**config.mk**
```make
export PLATFORM = sky130hd
export DESIGN_NAME = line_clock_unit
export DESIGN_NICKNAME = d
export VERILOG_FILES = /design/src/hw/line_clock_pkg.sv /design/src/hw/csr_access_if.sv /design/src/hw/line_clock_unit.sv /design/src/hw/iopage_read_intr.sv /design/src/hw/line_clock_regs.sv /design/src/hw/iopage_decode.sv
export SDC_FILE = /design/constraint.sdc
export NUM_CORES = 1
export LEC_CHECK = 0
export BUFFER_PORTS_ARGS = -buffer_cell sky130_fd_sc_hd__buf_2
export CORE_ASPECT_RATIO = 1.5
export CORE_MARGIN = 2
export CORE_UTILIZATION = 25
export CTS_CLUSTER_SIZE = 8
export DETAILED_ROUTE_END_ITERATION = 12
export PLACE_DENSITY_LB_ADDON = 0.2
export SLEW_MARGIN = 10
export SYNTH_ARGS = -nofsm -noshare
export SYNTH_HDL_FRONTEND = slang
export SYNTH_SLANG_ARGS = --single-unit
```
**constraint.sdc**
```tcl
create_clock -name clk -period 2.9 [get_ports clk]
set_input_delay 0.58 -clock clk [delete_from_list [all_inputs] [get_ports clk]]
set_output_delay 0.58 -clock clk [all_outputs]
set_load 0.02 [all_outputs]
```
**src/hw/line_clock_pkg.sv**
```systemverilog
/*
 KW11L line clock constants for the I/O page bus.
 the default divisor assumes a 50 MHz clock and 60 Hz mains.
 only done (bit 7) and interrupt enable (bit 6) hold state.
*/

package line_clock_pkg;

   // 13-bit I/O page byte address
   typedef logic [12:0] iopage_addr_t;

   // bus data word
   typedef logic [15:0] word_t;

   // interrupt vector as placed on the bus
   typedef logic [7:0] vector_t;

   // divider count, wide enough for 50 MHz / 60 Hz
   typedef logic [19:0] div_count_t;

   // CSR at full address 777546
   localparam iopage_addr_t csr_addr = 13'o17546;

   // CSR bit positions
   localparam int csr_done_bit = 7;
   localparam int csr_ie_bit = 6;

   // fixed vector of the line clock
   localparam vector_t clock_vector = 8'o100;

   // 50000000 / 60, truncated
   localparam div_count_t default_tick_div = 20'd833333;

endpackage
```
**src/hw/csr_access_if.sv**
```systemverilog
/*
 one decoded CSR access, from the address decoder to the registers.
 purely combinational, no clock inside.
*/

`timescale 1ns/1ns

interface csr_access_if;

   // address hits the CSR word, either byte
   logic sel;

   // write strobe qualified by sel
   logic wr;

   // write data as seen by the register
   line_clock_pkg::word_t wdata;

   // write reaches bits 7:0
   logic wr_low;

   modport decoder (
      output sel,
      output wr,
      output wdata,
      output wr_low
   );

   modport regs (
      input sel,
      input wr,
      input wdata,
      input wr_low
   );

endinterface

```
**src/hw/line_clock_unit.sv**
```systemverilog
/*
 KW11L line-time clock, slave on the I/O page bus.
 CSR at 777546, vector 100. tick_div sets the line period in clocks.
 no arbitration here; interrupt_ack comes from the bus master.
*/

`timescale 1ns/1ns

module line_clock_unit #(
   parameter line_clock_pkg::div_count_t tick_div = line_clock_pkg::default_tick_div
) (
   input  logic                         clk,
   input  logic                         reset,
   input  line_clock_pkg::iopage_addr_t iopage_addr,
   input  line_clock_pkg::word_t        data_in,
   input  logic                         iopage_rd,
   input  logic                         iopage_wr,
   input  logic                         iopage_byte_op,
   input  logic                         interrupt_ack,
   output line_clock_pkg::word_t        data_out,
   output logic                         decode,
   output logic                         interrupt,
   output line_clock_pkg::vector_t      vector
);

   csr_access_if acc ();

   logic rd_sel;
   logic byte_high;
   logic done;
   logic int_enable;

   // raw address match for the bus
   assign decode = acc.sel;

   iopage_decode i_decode (
      .iopage_addr    (iopage_addr),
      .data_in        (data_in),
      .iopage_rd      (iopage_rd),
      .iopage_wr      (iopage_wr),
      .iopage_byte_op (iopage_byte_op),
      .acc            (acc.decoder),
      .rd_sel         (rd_sel),
      .byte_high      (byte_high)
   );

   line_clock_regs #(
      .tick_div (tick_div)
   ) i_regs (
      .clk           (clk),
      .reset         (reset),
      .acc           (acc.regs),
      .interrupt_ack (interrupt_ack),
      .done          (done),
      .int_enable    (int_enable)
   );

   iopage_read_intr i_read_intr (
      .rd_sel         (rd_sel),
      .iopage_byte_op (iopage_byte_op),
      .byte_high      (byte_high),
      .done           (done),
      .int_enable     (int_enable),
      .data_out       (data_out),
      .interrupt      (interrupt),
      .vector         (vector)
   );

endmodule

```
**src/hw/iopage_read_intr.sv**
```systemverilog
/*
 CSR read path and interrupt request.
 data_out is zero unless a read hits the CSR; reads are levels.
 byte reads return the addressed byte in bits 7:0.
*/

`timescale 1ns/1ns

module iopage_read_intr (
   input  logic                         rd_sel,
   input  logic                         iopage_byte_op,
   input  logic                         byte_high,
   input  logic                         done,
   input  logic                         int_enable,
   output line_clock_pkg::word_t        data_out,
   output logic                         interrupt,
   output line_clock_pkg::vector_t      vector
);

   line_clock_pkg::word_t csr_word;
   line_clock_pkg::word_t read_word;

   // CSR image, all other bits read as zero
   always_comb
   begin
      csr_word = '0;
      csr_word[line_clock_pkg::csr_done_bit] = done;
      csr_word[line_clock_pkg::csr_ie_bit] = int_enable;
   end

   // nothing on the bus without a read hit
   always_comb
   begin
      if (rd_sel)
      begin
         read_word = csr_word;
      end
      else
      begin
         read_word = '0;
      end
   end

   // byte lane select
   always_comb
   begin
      if (!iopage_byte_op)
      begin
         data_out = read_word;
      end
      else if (byte_high)
      begin
         data_out = {8'b0, read_word[15:8]};
      end
      else
      begin
         data_out = {8'b0, read_word[7:0]};
      end
   end

   // request stays up until done is cleared
   assign interrupt = done & int_enable;

   assign vector = line_clock_pkg::clock_vector;

endmodule

```
**src/hw/line_clock_regs.sv**
```systemverilog
/*
 KW11L divider and CSR state.
 tick_div must be at least 2. a write wins over a tick,
 and a tick wins over interrupt_ack in the same cycle.
*/

`timescale 1ns/1ns

module line_clock_regs #(
   parameter line_clock_pkg::div_count_t tick_div = line_clock_pkg::default_tick_div
) (
   input  logic          clk,
   input  logic          reset,
   csr_access_if.regs    acc,
   input  logic          interrupt_ack,
   output logic          done,
   output logic          int_enable
);

   line_clock_pkg::div_count_t counter;
   logic tick;
   logic csr_load;

   // last count of the line period
   assign tick = (counter == tick_div - 1'b1);

   // only a write touching the low byte changes the CSR
   assign csr_load = acc.sel & acc.wr & acc.wr_low;

   // free-running divider, 0 .. tick_div-1
   always_ff @(posedge clk)
   begin
      if (reset)
      begin
         counter <= '0;
      end
      else if (tick)
      begin
         counter <= '0;
      end
      else
      begin
         counter <= counter + 1'b1;
      end
   end

   // done: write, then tick, then acknowledge
   always_ff @(posedge clk)
   begin
      if (reset)
      begin
         done <= 1'b0;
      end
      else if (csr_load)
      begin
         done <= acc.wdata[line_clock_pkg::csr_done_bit];
      end
      else if (tick)
      begin
         done <= 1'b1;
      end
      else if (interrupt_ack)
      begin
         done <= 1'b0;
      end
   end

   // interrupt enable changes only by a write
   always_ff @(posedge clk)
   begin
      if (reset)
      begin
         int_enable <= 1'b0;
      end
      else if (csr_load)
      begin
         int_enable <= acc.wdata[line_clock_pkg::csr_ie_bit];
      end
   end

endmodule

```
**src/hw/iopage_decode.sv**
```systemverilog
/*
 CSR address decode for the line clock.
 both byte addresses of the CSR word match; no wait states.
 purely combinational.
*/

`timescale 1ns/1ns

module iopage_decode (
   input  line_clock_pkg::iopage_addr_t iopage_addr,
   input  line_clock_pkg::word_t        data_in,
   input  logic                         iopage_rd,
   input  logic                         iopage_wr,
   input  logic                         iopage_byte_op,
   csr_access_if.decoder                acc,
   output logic                         rd_sel,
   output logic                         byte_high
);

   logic addr_match;
   logic odd_byte;

   // ignore bit 0 so 17546 and 17547 both hit
   assign addr_match = (iopage_addr[12:1] == line_clock_pkg::csr_addr[12:1]);

   // byte access aimed at bits 15:8
   assign odd_byte = iopage_byte_op & iopage_addr[0];

   assign acc.sel = addr_match;

   // strobes only count on a hit
   assign acc.wr = iopage_wr & addr_match;
   assign rd_sel = iopage_rd & addr_match;

   // the state bits live in the low byte, data needs no shifting
   assign acc.wdata = data_in;

   // word writes and even byte writes reach the low byte
   assign acc.wr_low = ~odd_byte;

   // odd byte read, result block returns the high byte
   assign byte_high = iopage_rd & odd_byte;

endmodule

```
# Word-level counts from Yosys, hierarchy flattened
# Index checks and enable logic that the tools add are counted.
# W data, S select, Z words.
[totals]
ramBits = 0
romBits = 0
register_bits = 22
wordCells = 22
output_inout_bits = 26
latchBits = 0
input_bits = 35
n_memories = 0
[classes]
n_shift = 0
n_eq_ne = 2
magnitude_cmp = 0
n_addsub = 1
n_mux = 6
bitwise_logic = 8
mul = 0
n_reduce_logical = 2
n_div = 0
[op_table]
columns = ["cell", "n"]
rows = [
  ["$add A20 B1 Y20 const B", 1],
  ["$eq A20 B20 Y1 const B", 1],
  ["$mux W16", 1],
  ["$mux W8", 2],
  ["$eq A12 B12 Y1 const B", 1],
  ["$and A1 B1 Y1", 7],
  ["$mux W1", 3],
  ["$reduce_bool A3 Y1", 1],
  ["$reduce_or A2 Y1", 1],
  ["$not A1 Y1", 1],
]

# Depth between registers and ports, before layout
# Gate-level depths: netlist of run 1.
[logic_depth]
ltp_word = 5
mapped_depth = 7
ltp_nobuf = 5

# By module
# A second synthesis of run 1 with hierarchy kept.
[unflattened]
cells_unflattened = 174
area_unflattened_um2 = 1442.6
[modules_own_cells]
columns = ["module", "seq_area_each_um2", "n_inst", "cells_per_inst", "area_each_um2"]
rows = [
  ["line_clock_regs", 440.4, 1, 120, 1052.3],
  ["iopage_decode", 0.0, 1, 26, 195.2],
  ["iopage_read_intr", 0.0, 1, 28, 195.2],
]

# Least setup slack after synthesis of run 1
# Ideal clock, no wire load.
[synth_path]
kind = "input to output"
from = "input port iopage_addr[3]"
to = "output port data_out[6]"
cell_stages = 3
required_time_ns = 2.320
n_path_buf = 0
t_arrival_ns = 1.755
slack_ns = 0.565
cell_sequence = "nand4bb_1 nor3_1 and4_1"
[synth_via]
elab_chain_len = 5
[synth_rtl]
columns = ["item", "line", "rtl"]
rows = [
  ["from (decl)", "line_clock_unit.sv:14", "input line_clock_pkg::iopage_addr_t iopage_addr,"],
  ["$eq A12 B12 Y1 *", "iopage_decode.sv:24", "assign addr_match = (iopage_addr[12:1] == line_clock_pkg::csr_addr[12:1]);"],
  ["via decode", "line_clock_unit.sv:21", "output logic decode,"],
  ["$and A1 B1 Y1 *", "iopage_decode.sv:33", "assign rd_sel = iopage_rd & addr_match;"],
  ["$mux W8 *", "iopage_read_intr.sv:34", "if (rd_sel)"],
  ["$mux W8", "iopage_read_intr.sv:51", "else if (byte_high)"],
  ["$mux W16 *", "iopage_read_intr.sv:47", "if (!iopage_byte_op)"],
  ["to (decl)", "line_clock_unit.sv:20", "output line_clock_pkg::word_t data_out,"],
]
# The timed path passes the listed nets; every way through them passes the cells marked *.

# Final worst setup path of run 1
[layout_path]
from = "input port iopage_addr[3]"
to = "output port data_out[6]"
[layout_via]
elab_chain_len = 5
[layout_rtl]
columns = ["item", "line"]
rows = [
  ["$eq A12 B12 Y1 *", "iopage_decode.sv:24"],
  ["$and A1 B1 Y1 *", "iopage_decode.sv:33"],
  ["$mux W8 *", "iopage_read_intr.sv:34"],
  ["$mux W8", "iopage_read_intr.sv:51"],
  ["$mux W16 *", "iopage_read_intr.sv:47"],
]
# Mark *: on every way between the ends. The rest lies on a longest branch, timed or not.

==> flow_summary.yaml, run 1 <==
yosys:
  syn_area_sq_mm: 0.001265
  ys_seq_area_share_pct: 34.82
  synth_top_family_by_area: "simple AND/OR/NAND/NOR gates"
  syn_area_per_cell_sq_um: 8.605
  ys_seq_elements: 22
  yosysTopAreaCell: "dfxtp_1"
  ys_top_cells_by_area: "dfxtp_1 (35%), buf_4 (13%), xnor2_1 (9.0%)"
  synth_cell_types: 35
  synthAdderAreaFrac_pct: 1.978
  synth_warnings: 0
  synth_xor_xnor_area_share_pct: 10.39
  synth_top_area_share_pct: 34.82
  synth-simple-area-share_pct: 28.68
  synth_compound_area_share_pct: 5.045
  postSynthCellCount: 147
  muxShareOfSynthArea_pct: 1.583
clocking:
  post-cts-setup-buffers: 0
  cts_tree: "built"
  root_buffer: "clkbuf_8"
  cts_htree_levels: 1
  cts_buffers: 3
  cts_buffer_depth: 2
  clk_pin_slew_ns: 0.08
  cts-resized-gates: 0
  clock_latency_ns: 0.26
  cts_num_sinks: 22
  ctsHoldBuffers: 0
placement:
  gp_congestion: 0.6991
  place_hpwl_um: 1860
  io_buffers: 24
critical_path:
  start_kind: "input pin"
  critPathMaxStageDelay_ns: 0.31
  endpoint_kind: "output pin"
  cp.arrival_ns: 1.55
  worstPathCellList: "buf_2 > nand4bb_1 > nor3_1 > and4_1 > buf_2"
  worstSetupPathType: "in2out"
  required_ns: 2.32
  worstPathMaxFanout: 3
  path_buf_inv: 2
  crit_family: "simple AND/OR/NAND/NOR gates"
  critical_path.slowest_cell: "nor3_1"
  crit_top_cell: "buf_2"
timing:
  drv_slew: 0
  finalCriticalPeriod_ns: 2.130
  fin_tns_setup_ns: 0
  final-hold-violation-count: 0
  rsz0062_at_grt: "false"
  setup_violations: 0
  max_clock_freq_mhz: 469.4
  finalClockSkew_ns: 0.004652
  post-route-period-util_pct: 73.46
grt:
  grt_max_degree: 14
  grt_pass1_vias: 857
  grt.total_usage_pct: 8.648
  grt_pass1_wl_um: 3753
  antenna_found_initial: 0
  grt-ovfl-total: 0
die:
  die_x_um: 62.08
  num_rows: 31
  die_y_um: 91.12
  dieArea_sq_mm: 0.005657
  core-area_sq_mm: 0.004848
  start_util_pct: 26.09
  io_pins: 61
finish:
  n_antenna_cell: 0
  fill_cells: 514
  syn2layout_area_growth_pct: 13.35
  layout-drive-gt1-share_pct: 19.77
  final_nets: 210
  final_util_pct: 29.57
run:
  drv_cap: 0
route:
  wl_per_cell_um: 9.966
  viasPerCell: 4.181
  drt-met1-wl_um: 1012
  routed.top_layer: "met4"
  num_vias: 995
  drt_iter0_markers: 7
  ant_nets: 0
  firstDrtPassIters: 4
  drt-total-wl_um: 2372
  met2WireLength_um: 1153
  wl_met3_um: 183
  drc: 0
power:
  power.density_mw_per_mm2: 455.5
  p_leak_nw: 0.5444
  ir_drop_uv: 134.7
outcome:
  status: "complete, no violations"
hold_path:
  min_path_type: "reg2reg"
==> path summary, 6_finish.rpt <==
check | from | endpoint | slack, ns | cells after the start
hold reg to reg | i_regs.counter[0] | i_regs.counter[0] | 0.49 | 1
setup / recovery | iopage_addr[3] | data_out[6] | 0.77 | 5
setup reg to reg | i_regs.counter[11] | i_regs.counter[12] | 0.86 | 5
hold / removal | i_regs.counter[0] | i_regs.counter[0] | 0.49 | 1
==> sequential cells by signal, summed over array words and instances (netlist names) <==
name	count
i_regs.counter	20
i_regs.done	1
i_regs.int_enable	1
==> power by group <==
| group | internal [mW] | switching (mW) |
|---|---|---|
| sequential | 0.305 | 0.00422 |
| clock | 0.184 | 0.102 |
| combinational | 0.0180 | 0.0393 |
| total | 0.508 | 0.145 |
==> cell type report <==
class	instances	area (sq um)	share of cell area, %
clock buffer	3	41.29	2.880
clock inverter	1	30.03	2.094
inverter	7	26.28	1.832
multi-input combinational	114	685.7	47.82
sequential	22	440.4	30.72
tap	66	82.58	5.759
timing repair buffer	25	127.6	8.900
==> Yosys cell counts <==
master	number
a21bo_2	1
a21oi_1	1
a21oi_2	1
a31oi_1	2
a41o_1	1
and2_1	1
and3_1	1
and4_1	2
buf_4	22
buf_6	2
conb_1	2
dfxtp_1	22
ha_1	2
inv_1	7
mux2i_1	2
nand2_1	5
nand2b_1	1
nand3_1	4
nand4_1	7
nand4_2	1
nand4b_1	1
nand4bb_1	1
nor2_1	23
nor3_1	4
nor4_1	5
nor4b_1	2
nor4b_2	1
o21ai_0	2
o21bai_1	1
or3_1	2
or4_1	1
or4_4	1
or4b_1	1
xnor2_1	13
xor2_1	2
==> layout by cell type (no fill, tap or decap), drive strengths merged <==
| master | count |
|---|---|
| buf | 25 |
| nor2 | 23 |
| conb | 22 |
| dfxtp | 22 |
| xnor2 | 13 |
| nand4 | 8 |
| inv | 7 |
| nand2 | 5 |
| nor4 | 5 |
| nor3 | 4 |
| nand3 | 4 |
| clkbuf | 3 |
| nor4b | 3 |
| and4 | 2 |
| a31oi | 2 |
| o21ai | 2 |
| or3 | 2 |
| xor2 | 2 |
| mux2i | 2 |
| ha | 2 |
| or4 | 2 |
| a21oi | 2 |
| nand4bb | 1 |
| nand4b | 1 |
| and2 | 1 |
| or4b | 1 |
| and3 | 1 |
| a41o | 1 |
| nand2b | 1 |
| a21bo | 1 |
| o21bai | 1 |
| bufinv | 1 |
==> cell families after synthesis <==
family | count (synthesis)
XOR/XNOR | 15
AND/OR/NAND/NOR | 64
buffers and inverters | 31
AO/OA/AOI/OAI | 9
other | 2
flip-flops | 22
adder cells (fa/ha/maj) | 2
multiplexers | 2
==> metal layers <==
metal,vias up,track usage [%]
met5,-,0
li1,513,-
met1,432,9.956
met3,4,2.137
met4,0,2.660
met2,46,14.93
==> stage by stage <==
step / cell area (sq um) / total power [mW] / instances / setup WS [ns] / hold slack (ns)
6_report: 1434 / 0.6531 / 238 / 0.7695 / 0.4934
5_1_grt: 1434 / 0.6849 / 238 / 0.6178 / 0.5325
4_1_cts: 1434 / 0.6636 / 238 / 0.7687 / 0.4985
3_5_place_dp: 1363 / 0.3742 / 234 / 0.7715 / 0.4792
3_3_place_gp: 1363 / 0.3737 / 234 / 0.7834 / 0.4666
2_1_floorplan: 1340 / 0.3810 / 167 / 0.5651 / 0.4405
(Power assumes the default switching activity.)
==> run 2, diff against run 1 <==
==> constraint.sdc (replaced) <==
create_clock -name clk -period 2.1 [get_ports clk]
set_input_delay 0.42 -clock clk [delete_from_list [all_inputs] [get_ports clk]]
set_output_delay 0.42 -clock clk [all_outputs]
set_load 0.02 [all_outputs]
==> run 2 against run 1 <==
First-iteration DRC count rose to 3.9 times the previous value. Critical path depth did not move. Worst setup slack got worse by 0.49 ns. Clock skew fell by 0.0034 ns. Global-route usage rose by 0.38 points. Critical endpoint is now i_regs.counter[8]. Flip-flop and latch count did not move. Via count rose by 2.2%. Combinational power rose by 41%. Clock power rose by 7.0%. Clock-buffer cell count rose by 1. Cell count rose by 2.1%. Sequential power rose by 38%. Largest cell class unchanged.
==> flow_summary.yaml, run 2 (same netlist as run 1, synthesis figures left out) <==
timing:
  fin_ws_ns: 0.2782
  setup_violations: 0
  max_clock_freq_mhz: 548.9
  finalClockSkew_ns: 0.001252
  post-route-period-util_pct: 86.75
  final-hold-violation-count: 0
  finalCriticalPeriod_ns: 1.822
  drv_slew: 0
  fin_tns_setup_ns: 0
  rsz0062_at_grt: "false"
  hold_slack_ns: 0.3679
route:
  num_vias: 1017
  ant_nets: 0
  viasPerCell: 4.185
  drt-total-wl_um: 2483
  drt_iter0_markers: 27
  wl_per_cell_um: 10.22
  firstDrtPassIters: 4
  drc: 0
grt:
  grt_max_degree: 14
  grt-ovfl-total: 0
  grt_pass1_wl_um: 3912
  antenna_found_initial: 0
  grt_pass1_vias: 931
  grt.total_usage_pct: 9.031
die:
  dieArea_sq_mm: 0.005657
  die_y_um: 91.12
  core-area_sq_mm: 0.004848
  start_util_pct: 26.09
  num_rows: 31
  io_pins: 61
  die_x_um: 62.08
clocking:
  cts_htree_levels: 1
  cts_buffers: 3
  clk_pin_slew_ns: 0.08
  cts_num_sinks: 22
  ctsHoldBuffers: 0
  clock_latency_ns: 0.26
  root_buffer: "clkbuf_8"
  post-cts-setup-buffers: 0
  cts-resized-gates: 0
  cts_buffer_depth: 2
  cts_tree: "built"
finish:
  layout.cells.most_common_list: "buf_2 (24), nor2_1 (23), conb_1 (22), dfxtp_1 (22), xnor2_1 (13)"
  layout-drive-gt1-share_pct: 22.03
  fin_cells: 243
  regMostFlops: "i_regs.counter"
  final_nets: 215
  n_antenna_cell: 0
  fill_cells: 535
  layout_commonest_cell: "buf_2"
  largest_registers: "i_regs.counter (20), i_regs.done (1), i_regs.int_enable (1)"
  final_util_pct: 30.01
  syn2layout_area_growth_pct: 15.03
  largest_reg_flops: 20
  final_cell_area_sq_mm: 0.001455
placement:
  place_hpwl_um: 2001
  io_buffers: 24
  place_inst: 239
  dp_worst_setup_slack_ns: 0.2908
  place_area_sq_mm: 0.001400
  gp_congestion: 0.6913
critical_path:
  endpoint_kind: "flop"
  path_buf_inv: 1
  crit_family: "simple AND/OR/NAND/NOR gates"
  worstPathCellList: "or4b_1 > nor4b_2 > a41o_1 > buf_4 > nor2_1"
  critPathMaxStageDelay_ns: 0.55
  cp.arrival_ns: 1.98
  start_kind: "flop"
  required_ns: 2.26
  worstSetupPathType: "reg2reg"
  critical_path.slowest_cell: "or4b_1"
  worstPathMaxFanout: 13
power:
  p_leak_nw: 0.5589
  power.density_mw_per_mm2: 559.4
  ir_drop_uv: 271.3
  power_uw: 814.1
outcome:
  status: "complete, no violations"
run:
  drv_cap: 0
hold_path:
  min_path_type: "in2reg"
## run 2: cell count changes in the layout (fill, tap and decap cells not counted), sizes merged
cell / change
buf: +5
bufinv: -1
clkbuf: +1
## run 2: final timing paths
path,from,endpoint,slack [ns],cells past startpoint
hold reg to reg,i_regs.counter[0],i_regs.counter[0],0.49,1
setup reg to reg,i_regs.counter[11],i_regs.counter[8],0.28,5
hold / removal,reset,i_regs.int_enable,0.37,2
setup / recovery,i_regs.counter[11],i_regs.counter[8],0.28,5
## run 2: area by class of cell
| type | instances | area (sq um) | area share [%] |
|---|---|---|---|
| Clock buffer | 4 | 55.05 | 3.783 |
| Inverter | 7 | 26.28 | 1.806 |
| Multi-Input combinational cell | 114 | 685.7 | 47.12 |
| Sequential cell | 22 | 440.4 | 30.27 |
| Tap cell | 66 | 82.58 | 5.675 |
| Timing Repair Buffer | 30 | 165.2 | 11.35 |
## run 2: worst reg2reg max path: cells and delay by family (launching register included)
| kind | cells | cell delay [ns] |
|---|---|---|
| AO/OA/AOI/OAI | 1 | 0.22 |
| buffers and inverters | 1 | 0.21 |
| AND/OR/NAND/NOR | 3 | 0.93 |
| flip-flops | 1 | 0.36 |
## run 2: layer usage
| layer | wire, um | global-route usage (%) | share of wire, % | vias up |
|---|---|---|---|---|
| met5 | 0 | 0 | 0 | - |
| met4 | 31 | 4.078 | 1.2 | 0 |
| met3 | 183 | 2.279 | 7.4 | 6 |
| met2 | 1224 | 15.45 | 49 | 42 |
| met1 | 1044 | 9.869 | 42 | 446 |
| li1 | - | - | - | 523 |
## run 2: power by group
part           switching [mW]  internal (mW)  total (mW)
clock network           0.139          0.167       0.306
registers             0.00600          0.422       0.428
logic                  0.0547         0.0258      0.0806
total                   0.199          0.615       0.814
==> run 3, diff against run 2 <==
--- a/config.mk
+++ b/config.mk
@@ -11,6 +11,7 @@
 export CORE_UTILIZATION = 25
 export CTS_CLUSTER_SIZE = 8
 export DETAILED_ROUTE_END_ITERATION = 12
+export GPL_TIMING_DRIVEN = 0
 export PLACE_DENSITY_LB_ADDON = 0.2
 export SLEW_MARGIN = 10
 export SYNTH_ARGS = -nofsm -noshare
==> run 3 against run 2 <==
Sequential share of layout area shrank 2.5 points. Maximum frequency down 4.9%. Non-clock buffer count increased by 18. Worst setup slack worse by 0.094 ns. Register-to-register slack lost 0.09 ns. Sequential power is essentially flat. Largest power group unchanged. Clock skew grew 0.00099 ns. Hold slack improved by 0.017 ns. Flip-flop and latch count unchanged. Combinational power increased by 45%.
==> flow_summary.yaml, run 3 (same netlist as run 1, synthesis figures left out) <==
outcome:
  status: "complete, no violations"
critical_path:
  r2r-end: "i_regs.counter[10]"
  worstSetupPathType: "reg2reg"
  worstPathMaxFanout: 10
  ff2ff_path_depth: 6
  required_ns: 2.26
  crit_start: "i_regs.counter[16]"
  start_kind: "flop"
  timing.rr.start: "i_regs.counter[16]"
  endpoint_kind: "flop"
  cp.arrival_ns: 2.07
  r2r_setup_slack_ns: 0.18
route:
  drc: 0
  firstDrtPassIters: 4
  drt_iter0_markers: 25
  drt-total-wl_um: 2567
  num_vias: 1048
  wl_per_cell_um: 9.873
  ant_nets: 0
  viasPerCell: 4.031
finish:
  final_nets: 233
  regMostFlops: "i_regs.counter"
  fill_cells: 514
  n_antenna_cell: 0
  final_util_pct: 32.67
  fin_cells: 260
  syn2layout_area_growth_pct: 25.22
  layout-drive-gt1-share_pct: 28.87
  layout.cells.most_common_list: "buf_2 (24), nor2_1 (23), buf_4 (22), conb_1 (22), dfxtp_1 (22)"
  layout_commonest_cell: "buf_2"
  largest_registers: "i_regs.counter (20), i_regs.done (1), i_regs.int_enable (1)"
  largest_reg_flops: 20
  final-seq-area_sq_um: 440.4
  multiInputGateArea_sq_um: 685.7
power:
  ir_drop_uv: 248.2
  p_leak_nw: 0.6564
  power.density_mw_per_mm2: 507.3
grt:
  antenna_found_initial: 0
  grt.total_usage_pct: 9.118
  grt_max_degree: 12
  grt_pass1_wl_um: 3995
  grt-ovfl-total: 0
  grt_pass1_vias: 935
die:
  num_rows: 31
  start_util_pct: 26.09
  io_pins: 61
  core-area_sq_mm: 0.004848
  dieArea_sq_mm: 0.005657
  die_x_um: 62.08
  die_y_um: 91.12
clocking:
  cts_num_sinks: 22
  cts-resized-gates: 0
  clk_pin_slew_ns: 0.08
  cts_tree: "built"
  ctsHoldBuffers: 0
  clock_latency_ns: 0.26
  cts_buffer_depth: 2
  root_buffer: "clkbuf_8"
  cts_htree_levels: 1
  cts_buffers: 3
  post-cts-setup-buffers: 0
hold_path:
  whs_endpoint: "i_regs.int_enable"
  min_path_type: "in2reg"
  holdPathStages: 2
  hold_start: "reset"
placement:
  dp_worst_setup_slack_ns: 0.1694
  place_hpwl_um: 2021
  io_buffers: 24
  place_inst: 257
  gp_congestion: 0.6907
timing:
  drv_slew: 0
  max_clock_freq_mhz: 521.9
  post-route-period-util_pct: 91.23
  setup_violations: 0
  final-hold-violation-count: 0
  fin_ws_ns: 0.1841
  fin_tns_setup_ns: 0
  finalClockSkew_ns: 0.002237
  finalCriticalPeriod_ns: 1.916
  rsz0062_at_grt: "false"
run:
  drv_cap: 0
==> run 3: cell count changes in the layout (fill, tap and decap cells not counted) <==
cell      before  now
buf_4          6   22
buf_6          0    2
clkbuf_8       4    3
==> run 3: worst max-delay path, stage by stage (launching register included) <==
cell,delay (ns)
dfxtp_1,0.37
or4b_1,0.53
nor4b_2,0.34
a41o_1,0.22
buf_6,0.15
buf_6,0.15
nor2_1,0.05
==> run 3: worst max-delay path by stage <==
| stage | endpoint | slack [ns] | cells after the start |
|---|---|---|---|
| 3_3_place_gp | i_regs.counter[8] | 0.19 | 6 |
| 2_1_floorplan | data_out[6] | 0.09 | 3 |
| 6_report | i_regs.counter[10] | 0.18 | 6 |
| 3_5_place_dp | i_regs.counter[8] | 0.17 | 6 |
| 5_1_grt | i_regs.counter[18] | 0.07 | 5 |
| 4_1_cts | i_regs.counter[8] | 0.16 | 6 |
==> run 3: report_power, final <==
group	total, mW	leakage (nW)	internal (mW)	switching [mW]
clock	0.259	0.0216	0.128	0.131
sequential	0.428	0.178	0.422	0.00588
combinational	0.117	0.457	0.0549	0.0618
total	0.804	0.656	0.604	0.199
==> run 3: cell type report <==
cell class	count	area share, %
plain buffers	24	11.85
clock buffers	3	2.607
inverters	7	1.659
multi-input cells	114	43.29
flip-flops and latches	22	27.80
well taps	66	5.213
repair buffers	24	7.583
==> run 3: stage by stage <==
stage               power (mW)  area (sq um)  hold WS (ns)
finish                  0.8036          1584        0.3853
global route            0.8387          1584        0.3976
CTS                     0.8084          1584        0.3754
detailed placement      0.5531          1543        0.4781
global placement        0.5517          1543        0.4646
floorplan               0.5262          1340        0.4405
==> run 3: layer usage <==
| metal | global-route usage (%) | part of all wire [%] |
|---|---|---|
| met1 | 10.67 | 45 |
| met2 | 15.63 | 46 |
| met3 | 1.852 | 8.3 |
| met4 | 3.191 | 1.1 |
| met5 | 0 | 0 |
